===== config.mk =====
export PLATFORM = sky130hd
export DESIGN_NAME = snd_cpu_flat
export DESIGN_NICKNAME = d
export VERILOG_FILES = /design/src/snd_pkg.sv /design/src/snd_bus_if.sv /design/src/snd_cpu.sv /design/src/flat_wrapper.sv
export VERILOG_INCLUDE_DIRS = /design/src
export SDC_FILE = /design/constraint.sdc
export NUM_CORES = 1
export LEC_CHECK = 0
export ABC_AREA = 1
export BUFFER_PORTS_ARGS = -buffer_cell sky130_fd_sc_hd__buf_2
export CAP_MARGIN = 20
export CORE_UTILIZATION = 62
export CTS_BUF_LIST = sky130_fd_sc_hd__clkbuf_2 sky130_fd_sc_hd__clkbuf_4 sky130_fd_sc_hd__clkbuf_8
export DETAILED_ROUTE_END_ITERATION = 16
export HOLD_SLACK_MARGIN = 0.05
export MAX_ROUTING_LAYER = met4
export PLACE_DENSITY = 0.83
export RECOVER_POWER = 25
export SLEW_MARGIN = 20
export SYNTH_ARGS = -nofsm -noshare
export SYNTH_HDL_FRONTEND = slang
export SYNTH_SLANG_ARGS = --single-unit

===== constraint.sdc =====
create_clock -name clk -period 4.29 [get_ports clk]
set_input_delay 0.429 -clock clk [delete_from_list [all_inputs] [get_ports clk]]
set_output_delay 0.429 -clock clk [all_outputs]
set_load 0.05 [all_outputs]

===== src/snd_config.svh =====
`ifndef SND_CONFIG_SVH
`define SND_CONFIG_SVH

// address widths
`define SND_ROM_AW      15          // 32 KB program rom, A15 low
`define SND_RAM_AW      11          // 2 KB work ram

// memory map, 2 KB granules
`define SND_RAM_BASE    16'hF800
`define SND_LATCH_MEM   16'hE800    // command latch, memory side

// i/o ports, matched on A[7:6]
`define SND_FM_PORT     8'h00       // A[0] picks address or data
`define SND_PCM_PORT    8'h80       // decoded, reads 0xFF
`define SND_LATCH_PORT  8'hC0

// fixed interrupt entry, im1 style
`define SND_IRQ_VEC     16'h0038

// volume to sample scaling
`define SND_AMP_SHIFT   6

`endif

===== src/snd_pkg.sv =====
`default_nettype none

package snd_pkg;

    // z80-like byte codes so a dump reads familiar
    typedef enum logic [7:0] {
        NOP  = 8'h00,
        LDI  = 8'h3E,   // a <- n
        LDM  = 8'h3A,   // a <- (nn)
        STM  = 8'h32,   // (nn) <- a
        INP  = 8'hDB,   // a <- in (n)
        OUTP = 8'hD3,   // out (n) <- a
        JMP  = 8'hC3,   // pc <- nn
        RETI = 8'h4D    // second byte of the z80 reti pair
    } snd_opcode_e;

    typedef enum logic [2:0] {
        FETCH,
        OPERAND_LO,
        OPERAND_HI,
        EXECUTE,
        MEMWAIT,        // data access in flight
        IRQ_ENTER
    } snd_cpu_state_e;

    // written through the fm address port
    typedef enum logic [2:0] {
        CH0_PERIOD = 3'd0,
        CH0_VOL    = 3'd1,
        CH1_PERIOD = 3'd2,
        CH1_VOL    = 3'd3,
        TIMER_LOAD = 3'd4,  // samples until the flag sets
        TIMER_CTRL = 3'd5   // bit 0 irq enable, write clears flag
    } snd_tone_reg_e;

endpackage

`default_nettype wire


===== src/snd_bus_if.sv =====
`timescale 1ns/100ps
`default_nettype none

// sound cpu bus, z80 shape with active high strobes
interface snd_bus_if;
    logic [15:0] addr;
    logic [7:0]  wdata;
    logic [7:0]  rdata;     // registered by the decoder
    logic        mreq;      // memory cycle
    logic        iorq;      // port cycle, A[7:0] only
    logic        rd;
    logic        wr;
    logic        ready;     // level, high until strobes drop

    modport cpu (
        output addr, wdata, mreq, iorq, rd, wr,
        input  rdata, ready
    );

    modport dec (
        input  addr, wdata, mreq, iorq, rd, wr,
        output rdata, ready
    );
endinterface

`default_nettype wire


===== src/snd_cpu.sv =====
`timescale 1ns/100ps
`default_nettype none
`include "snd_config.svh"

module snd_cpu (
    input wire     clk,
    input wire     rst_n,
    input wire     cen_fm,
    snd_bus_if.cpu bus,
    input wire     irq_n
);
    snd_pkg::snd_cpu_state_e state;
    snd_pkg::snd_opcode_e    opcode;
    snd_pkg::snd_opcode_e    fetched;   // opcode byte on the bus
    logic [15:0] pc;
    logic [15:0] shadow_pc;             // single level, no stack
    logic [7:0]  acc;
    logic [7:0]  op_lo;
    logic [7:0]  op_hi;
    logic        in_isr;
    logic        busy;                  // strobes out, waiting ready
    logic        take_irq;
    logic        wide;                  // two operand bytes
    logic        start;
    logic [15:0] nxt_addr;
    logic        nxt_io;
    logic        nxt_wr;

    assign fetched  = snd_pkg::snd_opcode_e'(bus.rdata);
    assign take_irq = !irq_n && !in_isr;
    assign wide     = opcode inside {snd_pkg::LDM, snd_pkg::STM, snd_pkg::JMP};

    // which access the current state wants
    always_comb begin
        start    = 1'b0;
        nxt_addr = pc;
        nxt_io   = 1'b0;
        nxt_wr   = 1'b0;
        case (state)
            snd_pkg::FETCH:      start = !take_irq;  // irq wins over the fetch
            snd_pkg::OPERAND_LO: start = 1'b1;
            snd_pkg::OPERAND_HI: start = 1'b1;
            snd_pkg::EXECUTE: begin
                case (opcode)
                    snd_pkg::LDM, snd_pkg::STM: begin
                        start    = 1'b1;
                        nxt_addr = {op_hi, op_lo};
                        nxt_wr   = (opcode == snd_pkg::STM);
                    end
                    snd_pkg::INP, snd_pkg::OUTP: begin
                        start    = 1'b1;
                        nxt_addr = {acc, op_lo};     // a on the upper byte, as z80
                        nxt_io   = 1'b1;
                        nxt_wr   = (opcode == snd_pkg::OUTP);
                    end
                    default: start = 1'b0;           // internal ops
                endcase
            end
            default: start = 1'b0;
        endcase
    end

    always_ff @(posedge clk) begin
        if (!rst_n) begin
            state    <= snd_pkg::FETCH;
            opcode   <= snd_pkg::NOP;
            pc       <= 16'h0000;
            acc      <= 8'h00;
            in_isr   <= 1'b0;
            busy     <= 1'b0;
            bus.addr <= 16'h0000;
            bus.mreq <= 1'b0;
            bus.iorq <= 1'b0;
            bus.rd   <= 1'b0;
            bus.wr   <= 1'b0;
        end else if (cen_fm) begin
            if (busy) begin
                if (bus.ready) begin
                    // access done, strobes drop for at least one cen
                    busy     <= 1'b0;
                    bus.mreq <= 1'b0;
                    bus.iorq <= 1'b0;
                    bus.rd   <= 1'b0;
                    bus.wr   <= 1'b0;
                    case (state)
                        snd_pkg::FETCH: begin
                            opcode <= fetched;
                            pc     <= pc + 16'd1;
                            case (fetched)
                                snd_pkg::NOP, snd_pkg::RETI: state <= snd_pkg::EXECUTE;
                                snd_pkg::LDI, snd_pkg::LDM, snd_pkg::STM, snd_pkg::INP,
                                snd_pkg::OUTP, snd_pkg::JMP: state <= snd_pkg::OPERAND_LO;
                                default: state <= snd_pkg::EXECUTE;  // unknown runs as nop
                            endcase
                        end
                        snd_pkg::OPERAND_LO: begin
                            op_lo <= bus.rdata;
                            pc    <= pc + 16'd1;
                            state <= wide ? snd_pkg::OPERAND_HI : snd_pkg::EXECUTE;
                        end
                        snd_pkg::OPERAND_HI: begin
                            op_hi <= bus.rdata;
                            pc    <= pc + 16'd1;
                            state <= snd_pkg::EXECUTE;
                        end
                        default: begin
                            if (opcode == snd_pkg::LDM || opcode == snd_pkg::INP)
                                acc <= bus.rdata;
                            state <= snd_pkg::FETCH;
                        end
                    endcase
                end
            end else if (start) begin
                bus.addr  <= nxt_addr;
                bus.wdata <= acc;
                bus.mreq  <= !nxt_io;
                bus.iorq  <= nxt_io;
                bus.rd    <= !nxt_wr;
                bus.wr    <= nxt_wr;
                busy      <= 1'b1;
                if (state == snd_pkg::EXECUTE)
                    state <= snd_pkg::MEMWAIT;
            end else begin
                case (state)
                    snd_pkg::FETCH: state <= snd_pkg::IRQ_ENTER;  // only reached on take_irq
                    snd_pkg::IRQ_ENTER: begin
                        shadow_pc <= pc;
                        pc        <= `SND_IRQ_VEC;
                        in_isr    <= 1'b1;   // masks further entries until reti
                        state     <= snd_pkg::FETCH;
                    end
                    snd_pkg::EXECUTE: begin
                        case (opcode)
                            snd_pkg::LDI: acc <= op_lo;
                            snd_pkg::JMP: pc <= {op_hi, op_lo};
                            snd_pkg::RETI: begin
                                pc     <= shadow_pc;
                                in_isr <= 1'b0;
                            end
                            default: acc <= acc;   // nop
                        endcase
                        state <= snd_pkg::FETCH;
                    end
                    default: state <= snd_pkg::FETCH;
                endcase
            end
        end
    end
endmodule

`default_nettype wire


===== src/flat_wrapper.sv =====
// flat-port wrapper written by rule: the top's interface ports become plain ports
module snd_cpu_flat 
  (clk, rst_n, cen_fm, irq_n, bus_addr, bus_wdata, bus_mreq, bus_iorq, bus_rd, bus_wr, bus_rdata, bus_ready);
  snd_bus_if bus_i ();
  input wire clk;
  input wire rst_n;
  input wire cen_fm;
  input wire irq_n;
  output wire logic [$bits(bus_i.addr)-1:0] bus_addr;
  output wire logic [$bits(bus_i.wdata)-1:0] bus_wdata;
  output wire logic [$bits(bus_i.mreq)-1:0] bus_mreq;
  output wire logic [$bits(bus_i.iorq)-1:0] bus_iorq;
  output wire logic [$bits(bus_i.rd)-1:0] bus_rd;
  output wire logic [$bits(bus_i.wr)-1:0] bus_wr;
  input wire logic [$bits(bus_i.rdata)-1:0] bus_rdata;
  input wire logic [$bits(bus_i.ready)-1:0] bus_ready;
  assign bus_addr = bus_i.addr;
  assign bus_wdata = bus_i.wdata;
  assign bus_mreq = bus_i.mreq;
  assign bus_iorq = bus_i.iorq;
  assign bus_rd = bus_i.rd;
  assign bus_wr = bus_i.wr;
  assign bus_i.rdata = bus_rdata;
  assign bus_i.ready = bus_ready;
  snd_cpu u_core (.clk(clk), .rst_n(rst_n), .cen_fm(cen_fm), .bus(bus_i), .irq_n(irq_n));
endmodule

==> flow_summary.yaml <==
status:
  outcome: "finished clean"
global_routing:
  track_usage: 0.3204
  grt_pass1_wl_mm: 18.35
  grt_max_degree: 48
  grt_pass1_vias: 3816
  gr-total-overflow: 0
  antenna_found_initial: 0
route:
  top_layer: "met4"
  dr_wl_met2_mm: 5.637
  post_drt_wl_per_cell_um: 15.16
  dr.pass1.iters: 5
  first_iter_violations: 536
  vias: 4226
  antenna_left: 0
  wl_mm: 11.57
  wl_met1_mm: 4.747
  route.detailed.drc: 0
  viasPerCell: 5.539
  met3WireLength_um: 773
synthesis:
  synth_common_cells: "nand2_1, nor2_1, inv_1"
  avgSynthCellArea_um2: 7.539
  netlist_instances: 631
  yosys_warnings: 0
  yosys-top-cells-area: "edfxtp_1, dfxtp_1, nand2_1"
  ys_seq_area_frac: 0.4924
  synth-simple-area-share: 0.2967
  synth_top_cell_by_area: "edfxtp_1"
  synth.distinct_cells: 38
  yosys.area_share.adder: 0.002630
  synth_top_family_by_area: "simple AND/OR/NAND/NOR gates"
  synthArstFlopShare: 0
  synth.most_common_cell: "nand2_1"
  synth_edf_count: 40
  synthMuxAreaShare: 0
  synth_top_cell_area_share: 0.2525
  synth_ff_type: "dfxtp_1"
  synth-compound-area-share: 0.1213
  synth_seq_cells: 97
  synth-xor-area-share: 0.007365
  syn-num-nets: 645
  syn_area_mm2: 0.004757
power_and_ir_drop:
  power_leakage_nw: 2.243
  vdd_drop_max_mv: 0.2665
  powerDensity_mw_per_mm2: 400.9
die:
  die_w_um: 89.60
  dieArea_mm2: 0.008027
  rows: 31
  core_area_mm2: 0.007331
  die_y_um: 89.60
  io_pins: 41
  start_util: 0.6489
finish:
  layout-drive-gt1-share: 0.1009
  layout.nets: 673
  area_growth_pct: 8.838
  n_antenna_cell: 0
  fillers: 597
sta:
  fmax_mhz: 376.3
  setup_tns_ns: 0
  hold_ws_ns: 0.3475
  min_period_ns: 2.657
  skew_ns: 0.01706
  hold_violations: 0
  worst_pin_slew_ns: 0.8275
  rsz0062_at_grt: "false"
  relSlewSlack: 0.4483
  setup_viol: 0
  fin_crit_sh: 0.6195
  drv_slew: 0
setup_path:
  crit_type: "flop to flop"
  crit_arrival_ns: 2.67
  startpoint_type: "flop"
  crit_fanout: 25
  endpoint_kind: "flop"
  crit_required_ns: 4.30
cts:
  clockBufferDepth: 2
  cts_tree: "yes"
  post_cts_buffers: 0
  clkLatencyLatePin_ns: 0.38
  root_buffer: "clkbuf_8"
  ctsResizeCount: 0
  cts_sinks: 97
  clk_pin_slew_worst_paths_ns: 0.10
  numCtsBuffers: 9
  holdBufCountCts: 0
  htree_levels: 3
place:
  io_buffer_count: 40
  dp_hpwl_mm: 8.197
  gp_routability_congestion: 0.9629
min_path:
  min_path_type: "input port to flop"
run:
  maxCapViolCount: 0
==> power by group <==
part	switching (mW)	internal [mW]	leakage [nW]
clock	0.335	0.343	0.116
combinational	0.265	0.0933	1.30
sequential	0.0319	1.01	0.830
total	0.632	1.44	2.24
==> cell families after synthesis <==
kind of cell / Yosys count
buffers and inverters: 88
adders and majority gates: 1
xor gates and xnor gates: 4
and+or+nand+nor: 337
DFF: 97
AOI/OAI and AO/OA: 104
==> state kept, by name, indices dropped and copies added (netlist names) <==
signal / flops
u_core.opcode: 8
u_core.pc: 16
u_core.bus.mreq: 1
u_core.busy: 1
u_core.bus.addr: 16
u_core.op_hi: 8
u_core.bus.wdata: 8
u_core.op_lo: 8
u_core.in_isr: 1
u_core.bus.wr: 1
u_core.acc: 8
u_core.shadow_pc: 16
u_core.bus.rd: 1
u_core.bus.iorq: 1
u_core.state: 3
==> cell type report <==
| type | instances | area [um^2] | area share |
|---|---|---|---|
| Sequential cell | 97 | 2342 | 0.4524 |
| Timing Repair Buffer | 42 | 203.9 | 0.03939 |
| Clock inverter | 6 | 95.09 | 0.01837 |
| Inverter | 63 | 239.0 | 0.04616 |
| Tap cell | 99 | 123.9 | 0.02392 |
| Clock buffer | 10 | 131.4 | 0.02537 |
| Multi-Input combinational cell | 446 | 2042 | 0.3944 |
==> worst paths after layout <==
| check | from | endpoint | slack (ns) | depth (start not counted) |
|---|---|---|---|---|
| max reg2reg | u_core.state[0]$_SDFFE_PN0P_ | u_core.bus.wdata[5]$_DFFE_PP_ | 1.63 | 8 |
| max | u_core.state[0]$_SDFFE_PN0P_ | u_core.bus.wdata[5]$_DFFE_PP_ | 1.63 | 8 |
| min reg2reg | u_core.acc[3]$_SDFFE_PN0P_ | u_core.bus.wdata[3]$_DFFE_PP_ | 0.44 | 0 |
| min | bus_rdata[4] | u_core.op_hi[4]$_DFFE_PP_ | 0.35 | 1 |
==> stage by stage <==
stage | utilization | total power, mW | setup slack, ns | area (um^2) | instances
floorplan | - | 1.339 | 1.037 | 4757 | 631
CTS | 0.7078 | 2.077 | 1.645 | 5189 | 763
global placement | 0.6769 | 1.407 | 1.713 | 4962 | 747
global route | 0.7063 | 2.165 | 1.393 | 5177 | 763
finish | 0.7063 | 2.075 | 1.633 | 5177 | 763
detailed placement | 0.6769 | 1.415 | 1.658 | 4962 | 747
==> routing by layer <==
| layer | track usage | vias to the layer above |
|---|---|---|
| met4 | 0.1472 | 0 |
| met2 | 0.5131 | 155 |
| li1 | - | 2094 |
| met3 | 0.07495 | 47 |
| met1 | 0.3845 | 1930 |
| met5 | - | - |
==> critical path, cell delays in order (launching register included) <==
cell and delay [ns]:
dfxtp_1 0.44, nand2_1 0.14, nor2_4 0.31, nand2_1 0.19, nand3_2 0.14, nand2_4 0.10, inv_4 0.15, nand2_4 0.17
nor2_1 0.65
==> placed cells by master (no fill, tap or decap), drive strengths merged <==
cell / n
nand2: 173
a21oi: 30
or2: 2
nand3: 29
edfxtp: 40
xor2: 4
bufinv: 2
o211ai: 1
nor4: 1
o22ai: 2
nand4: 5
nor2: 121
a22oi: 1
o21bai: 1
o32ai: 1
inv: 67
o221ai: 8
a31oi: 1
clkbuf: 19
dfxtp: 57
ha: 1
buf: 33
nor3: 4
nand3b: 1
nor3b: 1
a32oi: 2
o21ai: 57
Note: power is estimated with default switching activity, not from simulation.
