File: src/snd_config.svh
`ifndef SND_CONFIG_SVH
`define SND_CONFIG_SVH

// address widths
`define SND_ROM_AW      15          // 32 KB program rom, A15 low
`define SND_RAM_AW      11          // 2 KB work ram

// memory map, 2 KB granules
`define SND_RAM_BASE    16'hF800
`define SND_LATCH_MEM   16'hE800    // command latch, memory side

// i/o ports, matched on A[7:6]
`define SND_FM_PORT     8'h00       // A[0] picks address or data
`define SND_PCM_PORT    8'h80       // decoded, reads 0xFF
`define SND_LATCH_PORT  8'hC0

// fixed interrupt entry, im1 style
`define SND_IRQ_VEC     16'h0038

// volume to sample scaling
`define SND_AMP_SHIFT   6

`endif
File: src/snd_pkg.sv
`default_nettype none

package snd_pkg;

    // z80-like byte codes so a dump reads familiar
    typedef enum logic [7:0] {
        NOP  = 8'h00,
        LDI  = 8'h3E,   // a <- n
        LDM  = 8'h3A,   // a <- (nn)
        STM  = 8'h32,   // (nn) <- a
        INP  = 8'hDB,   // a <- in (n)
        OUTP = 8'hD3,   // out (n) <- a
        JMP  = 8'hC3,   // pc <- nn
        RETI = 8'h4D    // second byte of the z80 reti pair
    } snd_opcode_e;

    typedef enum logic [2:0] {
        FETCH,
        OPERAND_LO,
        OPERAND_HI,
        EXECUTE,
        MEMWAIT,        // data access in flight
        IRQ_ENTER
    } snd_cpu_state_e;

    // written through the fm address port
    typedef enum logic [2:0] {
        CH0_PERIOD = 3'd0,
        CH0_VOL    = 3'd1,
        CH1_PERIOD = 3'd2,
        CH1_VOL    = 3'd3,
        TIMER_LOAD = 3'd4,  // samples until the flag sets
        TIMER_CTRL = 3'd5   // bit 0 irq enable, write clears flag
    } snd_tone_reg_e;

endpackage

`default_nettype wire

File: src/snd_tone.sv
`timescale 1ns/100ps
`default_nettype none
`include "snd_config.svh"

module snd_tone (
    input  wire                clk,
    input  wire                rst_n,
    input  wire                cen_fm2,
    input  wire                fm_we,
    input  wire                fm_a0,
    input  wire  [7:0]         fm_wdata,
    output logic [7:0]         fm_rdata,
    output logic               irq_n,
    output logic signed [15:0] left,
    output logic signed [15:0] right,
    output logic               sample
);
    snd_pkg::snd_tone_reg_e idx;        // latched by an a0=0 write
    logic [7:0]         period [2];
    logic [7:0]         vol [2];
    logic [7:0]         cnt [2];        // samples into the half wave
    logic [7:0]         last [2];       // terminal count
    logic [1:0]         phase;
    logic signed [15:0] amp [2];
    logic [7:0]         timer;
    logic               irq_en;
    logic               flag;

    always_comb begin
        for (int i = 0; i < 2; i++) begin
            amp[i]  = 16'(vol[i]) << `SND_AMP_SHIFT;
            last[i] = (period[i] == 8'd0) ? 8'd0 : period[i] - 8'd1;  // 0 acts as 1
        end
    end

    assign fm_rdata = {7'd0, flag};     // both ports read status
    assign irq_n    = !(flag && irq_en);

    always_ff @(posedge clk) begin
        if (!rst_n) begin
            idx    <= snd_pkg::CH0_PERIOD;
            phase  <= 2'b00;
            timer  <= 8'd0;
            irq_en <= 1'b0;
            flag   <= 1'b0;
            left   <= 16'sd0;
            right  <= 16'sd0;
            sample <= 1'b0;
            for (int i = 0; i < 2; i++) begin
                period[i] <= 8'd0;
                vol[i]    <= 8'd0;
                cnt[i]    <= 8'd0;
            end
        end else begin
            sample <= cen_fm2;          // outputs move with this strobe
            if (cen_fm2) begin
                for (int i = 0; i < 2; i++) begin
                    if (cnt[i] >= last[i]) begin
                        cnt[i]   <= 8'd0;
                        phase[i] <= ~phase[i];
                    end else begin
                        cnt[i] <= cnt[i] + 8'd1;
                    end
                end
                left  <= phase[0] ? -amp[0] : amp[0];
                right <= phase[1] ? -amp[1] : amp[1];
                if (timer != 8'd0) begin      // one shot
                    timer <= timer - 8'd1;
                    if (timer == 8'd1)
                        flag <= 1'b1;
                end
            end
            // register writes after the sample step, so a clear wins
            if (fm_we) begin
                if (!fm_a0) begin
                    idx <= snd_pkg::snd_tone_reg_e'(fm_wdata[2:0]);
                end else begin
                    case (idx)
                        snd_pkg::CH0_PERIOD: period[0] <= fm_wdata;
                        snd_pkg::CH0_VOL:    vol[0]    <= fm_wdata;
                        snd_pkg::CH1_PERIOD: period[1] <= fm_wdata;
                        snd_pkg::CH1_VOL:    vol[1]    <= fm_wdata;
                        snd_pkg::TIMER_LOAD: timer     <= fm_wdata;
                        snd_pkg::TIMER_CTRL: begin
                            irq_en <= fm_wdata[0];
                            flag   <= 1'b0;     // ack
                        end
                        default: idx <= idx;    // unused index
                    endcase
                end
            end
        end
    end
endmodule

`default_nettype wire

File: config.mk
export PLATFORM = sky130hd
export DESIGN_NAME = snd_tone
export DESIGN_NICKNAME = d
export VERILOG_FILES = /design/src/snd_pkg.sv /design/src/snd_tone.sv
export VERILOG_INCLUDE_DIRS = /design/src
export SDC_FILE = /design/constraint.sdc
export NUM_CORES = 1
export LEC_CHECK = 0
export BUFFER_PORTS_ARGS = -buffer_cell sky130_fd_sc_hd__buf_2
export CAP_MARGIN = 0
export CORE_ASPECT_RATIO = 1.4
export CORE_UTILIZATION = 45
export DETAILED_ROUTE_END_ITERATION = 12
export PLACE_DENSITY = 0.67
export SETUP_SLACK_MARGIN = 0.05
export SLEW_MARGIN = 15
export SYNTH_ARGS = -nofsm -noshare
export SYNTH_HDL_FRONTEND = slang
export SYNTH_SLANG_ARGS = --single-unit
File: constraint.sdc
create_clock -name clk -period 2.85 [get_ports clk]
set_input_delay 0.285 -clock clk [delete_from_list [all_inputs] [get_ports clk]]
set_output_delay 0.285 -clock clk [all_outputs]
set_load 0.03 [all_outputs]
==> flow_summary.yaml, run 1 <==
run_status:
  status: "finished, violations left"
  violations: "setup timing"
detailed_routing:
  drc_errors: 0
  avgViaCountPerCell: 5.18
  drt_iter0_markers: 165
  routed_wl_mm: 8.98
  vias: 3256
  wl_per_cell_um: 14.3
  drtPass1Iterations: 4
  ant_nets: 0
timing:
  finalHoldViolations: 0
  drv_slew: 0
  setup_slack_ns: -0.150
  layout_min_cycle_time_ns: 3.00
  slew_headroom_pct: 56.1
  whs_ns: 0.243
  fmax_mhz: 333
  grt_setup_unrepaired: "true"
  worst_pin_slew_ns: 0.652
  finalCritPeriodShare_pct: 105
  fin_skew_ns: 0.00804
  setup_viol: 17
synth:
  netlist_instances: 440
  synthFlopType: "edfxtp_1"
  yosysSeqAreaShare_pct: 48.8
  yosysTopAreaCellShare_pct: 32.6
  ys_types: 44
  synth_area_leaders: "edfxtp_1 33%, dfxtp_1 16%, ha_1 7.1%"
  async_reset_ff_share_pct: 0
  syn-mean-instance-area_um2: 10.1
  syn_area_um2: 4430
  synth_most_common_cell: "nor2_1"
  yosysTopAreaCell: "edfxtp_1"
  yosys_register_bits: 84
  synthTopCellsByCount: "51 x nor2_1, 48 x edfxtp_1, 41 x nand2_1"
  ys_warn_count: 0
  synth-edff-count: 48
clock_tree:
  htreeDepth: 3
  cts_sinks: 84
  clk_pin_slew_ns: 0.06
  root_buffer: "clkbuf_16"
  cts_inserted_buffers: 9
  cts_buffer_depth: 2
  cts_tree: "done"
  clk_latency_ns: 0.33
  cts_hold_buf: 0
placed_design:
  hpwlAfterDp_mm: 6.63
  dp_cells: 607
  place_ws_ns: -0.178
  io_buffers: 35
  place_congestion: 0.799
  dpl_cell_area_um2: 4800
final_layout:
  drive_gt1_share_pct: 20.9
  stdcell_count: 629
  syn_to_final_growth_pct: 19.6
  diodes: 0
  nNetsFinal: 530
  fin_area_um2: 5300
global_routing:
  antenna_found_initial: 0
  grt.overflow.total: 0
  grt_max_degree: 30
  grt_usage_pct: 19.0
  grt_pass1_vias: 3250
  grt_util_met2_pct: 33.4
  use_met3_pct: 3.74
  use_met1_pct: 21.6
  grt_first_pass_wirelength_mm: 15.0
  grt.busiest_layer: "met2"
pwr:
  leakage_nw: 2.24
  finalPower_mw: 3.58
  vdd_ir_drop_max_mv: 0.522
  pwr_density_cell_nw_per_um2: 676
setup_path:
  path_class: "reg2reg"
  arrival_ns: 3.19
  crit_path_max_fanout: 7
  ff2ff_path_depth: 10
  worstSetupEndpointType: "flip-flop"
  r2r_slack_ns: -0.15
  r2r-start: "period[0][12]"
  worst_setup_path_start_kind: "flip-flop"
  r2r_end: "cnt[1][6]"
  required_ns: 3.04
floorplanning:
  die_y_um: 119
  die_width_um: 85.8
  initial_utilization_pct: 46.6
  die_area_um2: 10200
  pin_count: 55
  fp-row-count: 42
  coreArea_um2: 9510
run:
  cap_violations: 0
min_path:
  holdPathEnd: "timer[0]"
  min_from: "fm_wdata[0]"
  holdCritPathClass: "in2reg"
  whs_path_depth: 3
## where the power goes
group          internal [mW]  switching [mW]  total [mW]  leakage [nW]
Clock                  0.769           0.443        1.21         0.162
Sequential              1.41           0.115        1.52         0.807
Combinational          0.365           0.480       0.845          1.27
Total                   2.54            1.04        3.58          2.24
## how the worst max path moves through the flow
stage                       start        end  slack [ns]  cells after the start
global placement     period[0][3]  cnt[0][6]       -0.11                     11
detailed placement   period[0][3]  cnt[0][7]       -0.18                     10
CTS                 period[0][12]  cnt[1][7]       -0.11                     10
global route        period[0][12]  cnt[1][0]       -0.26                     10
finish              period[0][12]  cnt[1][6]       -0.15                     10
floorplan           period[0][12]  cnt[1][0]       -0.01                     10
## critical path, stage by stage (launching register included)
cell and delay (ns):
edfxtp_1 0.38, or3_4 0.40, or3_4 0.34, or3b_4 0.39, and2_4 0.17, ha_4 0.20, nand2b_4 0.13, a2111o_1 0.40
a31oi_4 0.22, nand2_4 0.12, nor2_2 0.11
## registers in the layout, summed over array words and instances, names as in the netlist
name	flops
timer	8
flag	1
vol	16
right	10
left	10
irq_en	1
sample	1
idx	3
cnt	16
period	16
phase	2
## metal layers
layer / wire [um] / part of all wire (%) / vias up
met5: 0 / 0 / -
met4: 235 / 2.6 / 0
met3: 335 / 3.7 / 17
met2: 4780 / 53 / 75
met1: 3630 / 40 / 1538
li1: - / - / 1626
## layout make-up
type	count	area [um2]
clock inverters	2	8.76
well taps	132	165
multi-input cells	323	2250
fillers	812	4220
inverters	19	71.3
clock buffers	14	318
flip-flops and latches	84	2160
repair buffers	55	325
## repair_timing
action | in CTS | in global routing
gates resized for setup | 12 | 16
setup endpoints to repair | 18 | 18
buffers inserted | 5 | 2
pin swaps | 6 | 9
## layout by cell type (no fill, tap or decap), types with 11 or more instances in the layout
cell type / instances
dfxtp_1: 36
conb_1: 19
nor2_1: 41
nand3_1: 14
clkbuf_16: 12
and3_1: 13
xor2_1: 28
ha_1: 22
nand2_1: 40
buf_2: 35
edfxtp_1: 48
a21oi_1: 14
inv_1: 19
buf_4: 20
xnor2_1: 11
## cells by family after synthesis
| family | share of synthesized area, % |
|---|---|
| AND/OR/NAND/NOR | 18.1 |
| other | 0.0847 |
| AO/OA/AOI/OAI | 9.64 |
| flip-flops | 48.8 |
| XOR/XNOR | 7.71 |
| adder cells (fa/ha/maj) | 7.06 |
| multiplexers | 2.54 |
| buffers and inverters | 6.02 |
## through the flow
stage                     TNS, ns  util [%]
after global routing        -3.63      55.7
after CTS                   -1.25      54.9
after floorplan           -0.0967         -
after global placement      -1.18      50.5
after detailed placement    -2.34      50.5
final                       -1.73      55.7
Power figures use the tool's default switching activity.
==> inputs of run 2 (changes only) <==
Settings changed: CELL_PAD_IN_SITES_DETAIL_PLACEMENT set to 1, CELL_PAD_IN_SITES_GLOBAL_PLACEMENT set to 2, CORE_UTILIZATION 45 to 34, PLACE_DENSITY 0.67 to unset, PLACE_DENSITY_LB_ADDON set to 0.1.
==> flow_summary.yaml, run 2 (synthesis gave the netlist of run 1 again) <==
final_layout:
  drive_gt1_share_pct: 22.6
  most-common-layout-cells: "48 x edfxtp_1, 39 x nand2_1, 38 x nor2_1, 36 x dfxtp_1, 35 x buf_2"
  reg.largest.list: "cnt (16), period (16), vol (16)"
  fin_area_um2: 5350
  diodes: 0
  syn_to_final_growth_pct: 20.9
  nNetsFinal: 530
  layout_commonest_cell: "edfxtp_1"
timing:
  grt_setup_unrepaired: "true"
  setup_slack_ns: -0.138
  worst_pin_slew_ns: 0.695
  finalCritPeriodShare_pct: 105
  whs_ns: 0.238
  slew_headroom_pct: 53.0
  setup_viol: 18
  drv_slew: 0
  fin_skew_ns: 0.00718
  fmax_mhz: 335
  finalHoldViolations: 0
  setup-tns-final_ns: -1.84
  layout_min_cycle_time_ns: 2.99
detailed_routing:
  wl_per_cell_um: 16.1
  drc_errors: 0
  routed_wl_mm: 10.5
  drt_iter0_markers: 85
  vias: 3261
  drtPass1Iterations: 4
  avgViaCountPerCell: 5.02
  ant_nets: 0
floorplanning:
  die_width_um: 98.5
  die_area_um2: 13500
  coreArea_um2: 12800
  pin_count: 55
  fp-row-count: 49
  initial_utilization_pct: 34.7
  die_y_um: 137
placed_design:
  place_congestion: 0.747
  dpl_cell_area_um2: 4850
  io_buffers: 35
  hpwlAfterDp_mm: 8.03
  place_ws_ns: -0.262
pwr:
  p_seq_share_pct: 42.0
  pwr_density_cell_nw_per_um2: 679
  p_int_mw: 2.55
  pwr-share-clk_pct: 34.2
  leakage_nw: 2.24
  vdd_ir_drop_max_mv: 0.345
  switching_share_pct: 29.9
  combPwrFrac_pct: 23.9
  p_switching_mw: 1.09
global_routing:
  grt_usage_pct: 16.5
  antenna_found_initial: 0
  grt_pass1_vias: 3452
  grt_first_pass_wirelength_mm: 17.0
  grt.overflow.total: 0
  grt_max_degree: 35
setup_path:
  path_class: "reg2reg"
  r2r_slack_ns: -0.14
  ff2ff_path_depth: 10
  crit_path_max_fanout: 7
  worstSetupEndpointType: "flip-flop"
  worst_setup_path_start_kind: "flip-flop"
  required_ns: 3.05
  arrival_ns: 3.19
  r2r_end: "cnt[1][5]"
  r2r-start: "period[0][12]"
clock_tree:
  clk_pin_slew_ns: 0.06
  cts_tree: "done"
  htreeDepth: 3
  cts_inserted_buffers: 9
  cts_buffer_depth: 2
  cts_sinks: 84
  clk_latency_ns: 0.34
  root_buffer: "clkbuf_16"
run:
  cap_violations: 0
min_path:
  holdPathEnd: "timer[5]"
  min_from: "fm_wdata[5]"
  whs_path_depth: 3
  holdCritPathClass: "in2reg"
run_status:
  violations: "setup timing"
  status: "finished, violations left"
run 2: changes by cell type in the layout (fill, tap and decap cells not counted), moves of 2 or more:
cell       delta
o21ai_1       +2
clkbuf_16     -3
nor2_2        +3
nor2_1        -3
bufinv_16     +2
run 2: through the flow:
stage                     utilization (%)  total power [mW]  cells
after floorplan                         -              2.16    458
after global placement               38.0              2.35    631
after detailed placement             38.0              2.37    631
after CTS                            40.9              3.65    649
after global routing                 42.0              3.84    649
final                                42.0              3.64    649
run 2: metal layers:
layer | part of all wire, % | wire [um] | global-route usage [%]
met1 | 42 | 4420 | 17.8
met2 | 53 | 5560 | 31.1
met3 | 2.0 | 213 | 3.22
met4 | 2.7 | 284 | 7.55
met5 | 0 | 0 | 0
run 2: layout make-up:
cell class | instances | area (um2)
repair buffers | 55 | 329
inverters | 19 | 71.3
multi-input cells | 323 | 2290
flip-flops and latches | 84 | 2160
clock inverters | 6 | 87.6
clock buffers | 9 | 225
well taps | 153 | 191
fillers | 1425 | 7400
run 2: worst max-delay path, cell delays in order (launching register included):
cell      delay, ns
edfxtp_1       0.39
or3_4          0.40
or3_4          0.33
or3b_4         0.41
and2_4         0.18
ha_4           0.20
nand2b_4       0.13
a2111o_1       0.39
a31oi_4        0.22
nand2_4        0.12
nor2_1         0.10
run 2: what timing repair did:
action                                  4_1_cts  5_1_grt
hold buffers                                  0        0
endpoints found under the setup margin       18       18
buffers inserted                              3        0
resized for setup                             5       35
pin swaps                                     3       11
run 2: how the worst max path moves through the flow:
stage                              from   endpoint  slack [ns]  depth (start not counted)
after floorplan           period[0][12]  cnt[1][0]       -0.01                         10
after global placement     period[0][3]  cnt[0][5]       -0.14                         10
after detailed placement   period[0][3]  cnt[0][6]       -0.26                         10
after CTS                  period[0][3]  cnt[0][6]       -0.17                         11
after global routing      period[0][12]   phase[1]       -0.26                         11
final                     period[0][12]  cnt[1][5]       -0.14                         10
run 2: power groups by stage:
stage / clock network [mW] / logic [mW] / registers [mW]
2_1_floorplan: 0 / 0.613 / 1.55
3_3_place_gp: 0 / 0.799 / 1.55
3_5_place_dp: 0 / 0.816 / 1.55
4_1_cts: 1.28 / 0.843 / 1.52
5_1_grt: 1.32 / 0.977 / 1.55
6_report: 1.24 / 0.867 / 1.53
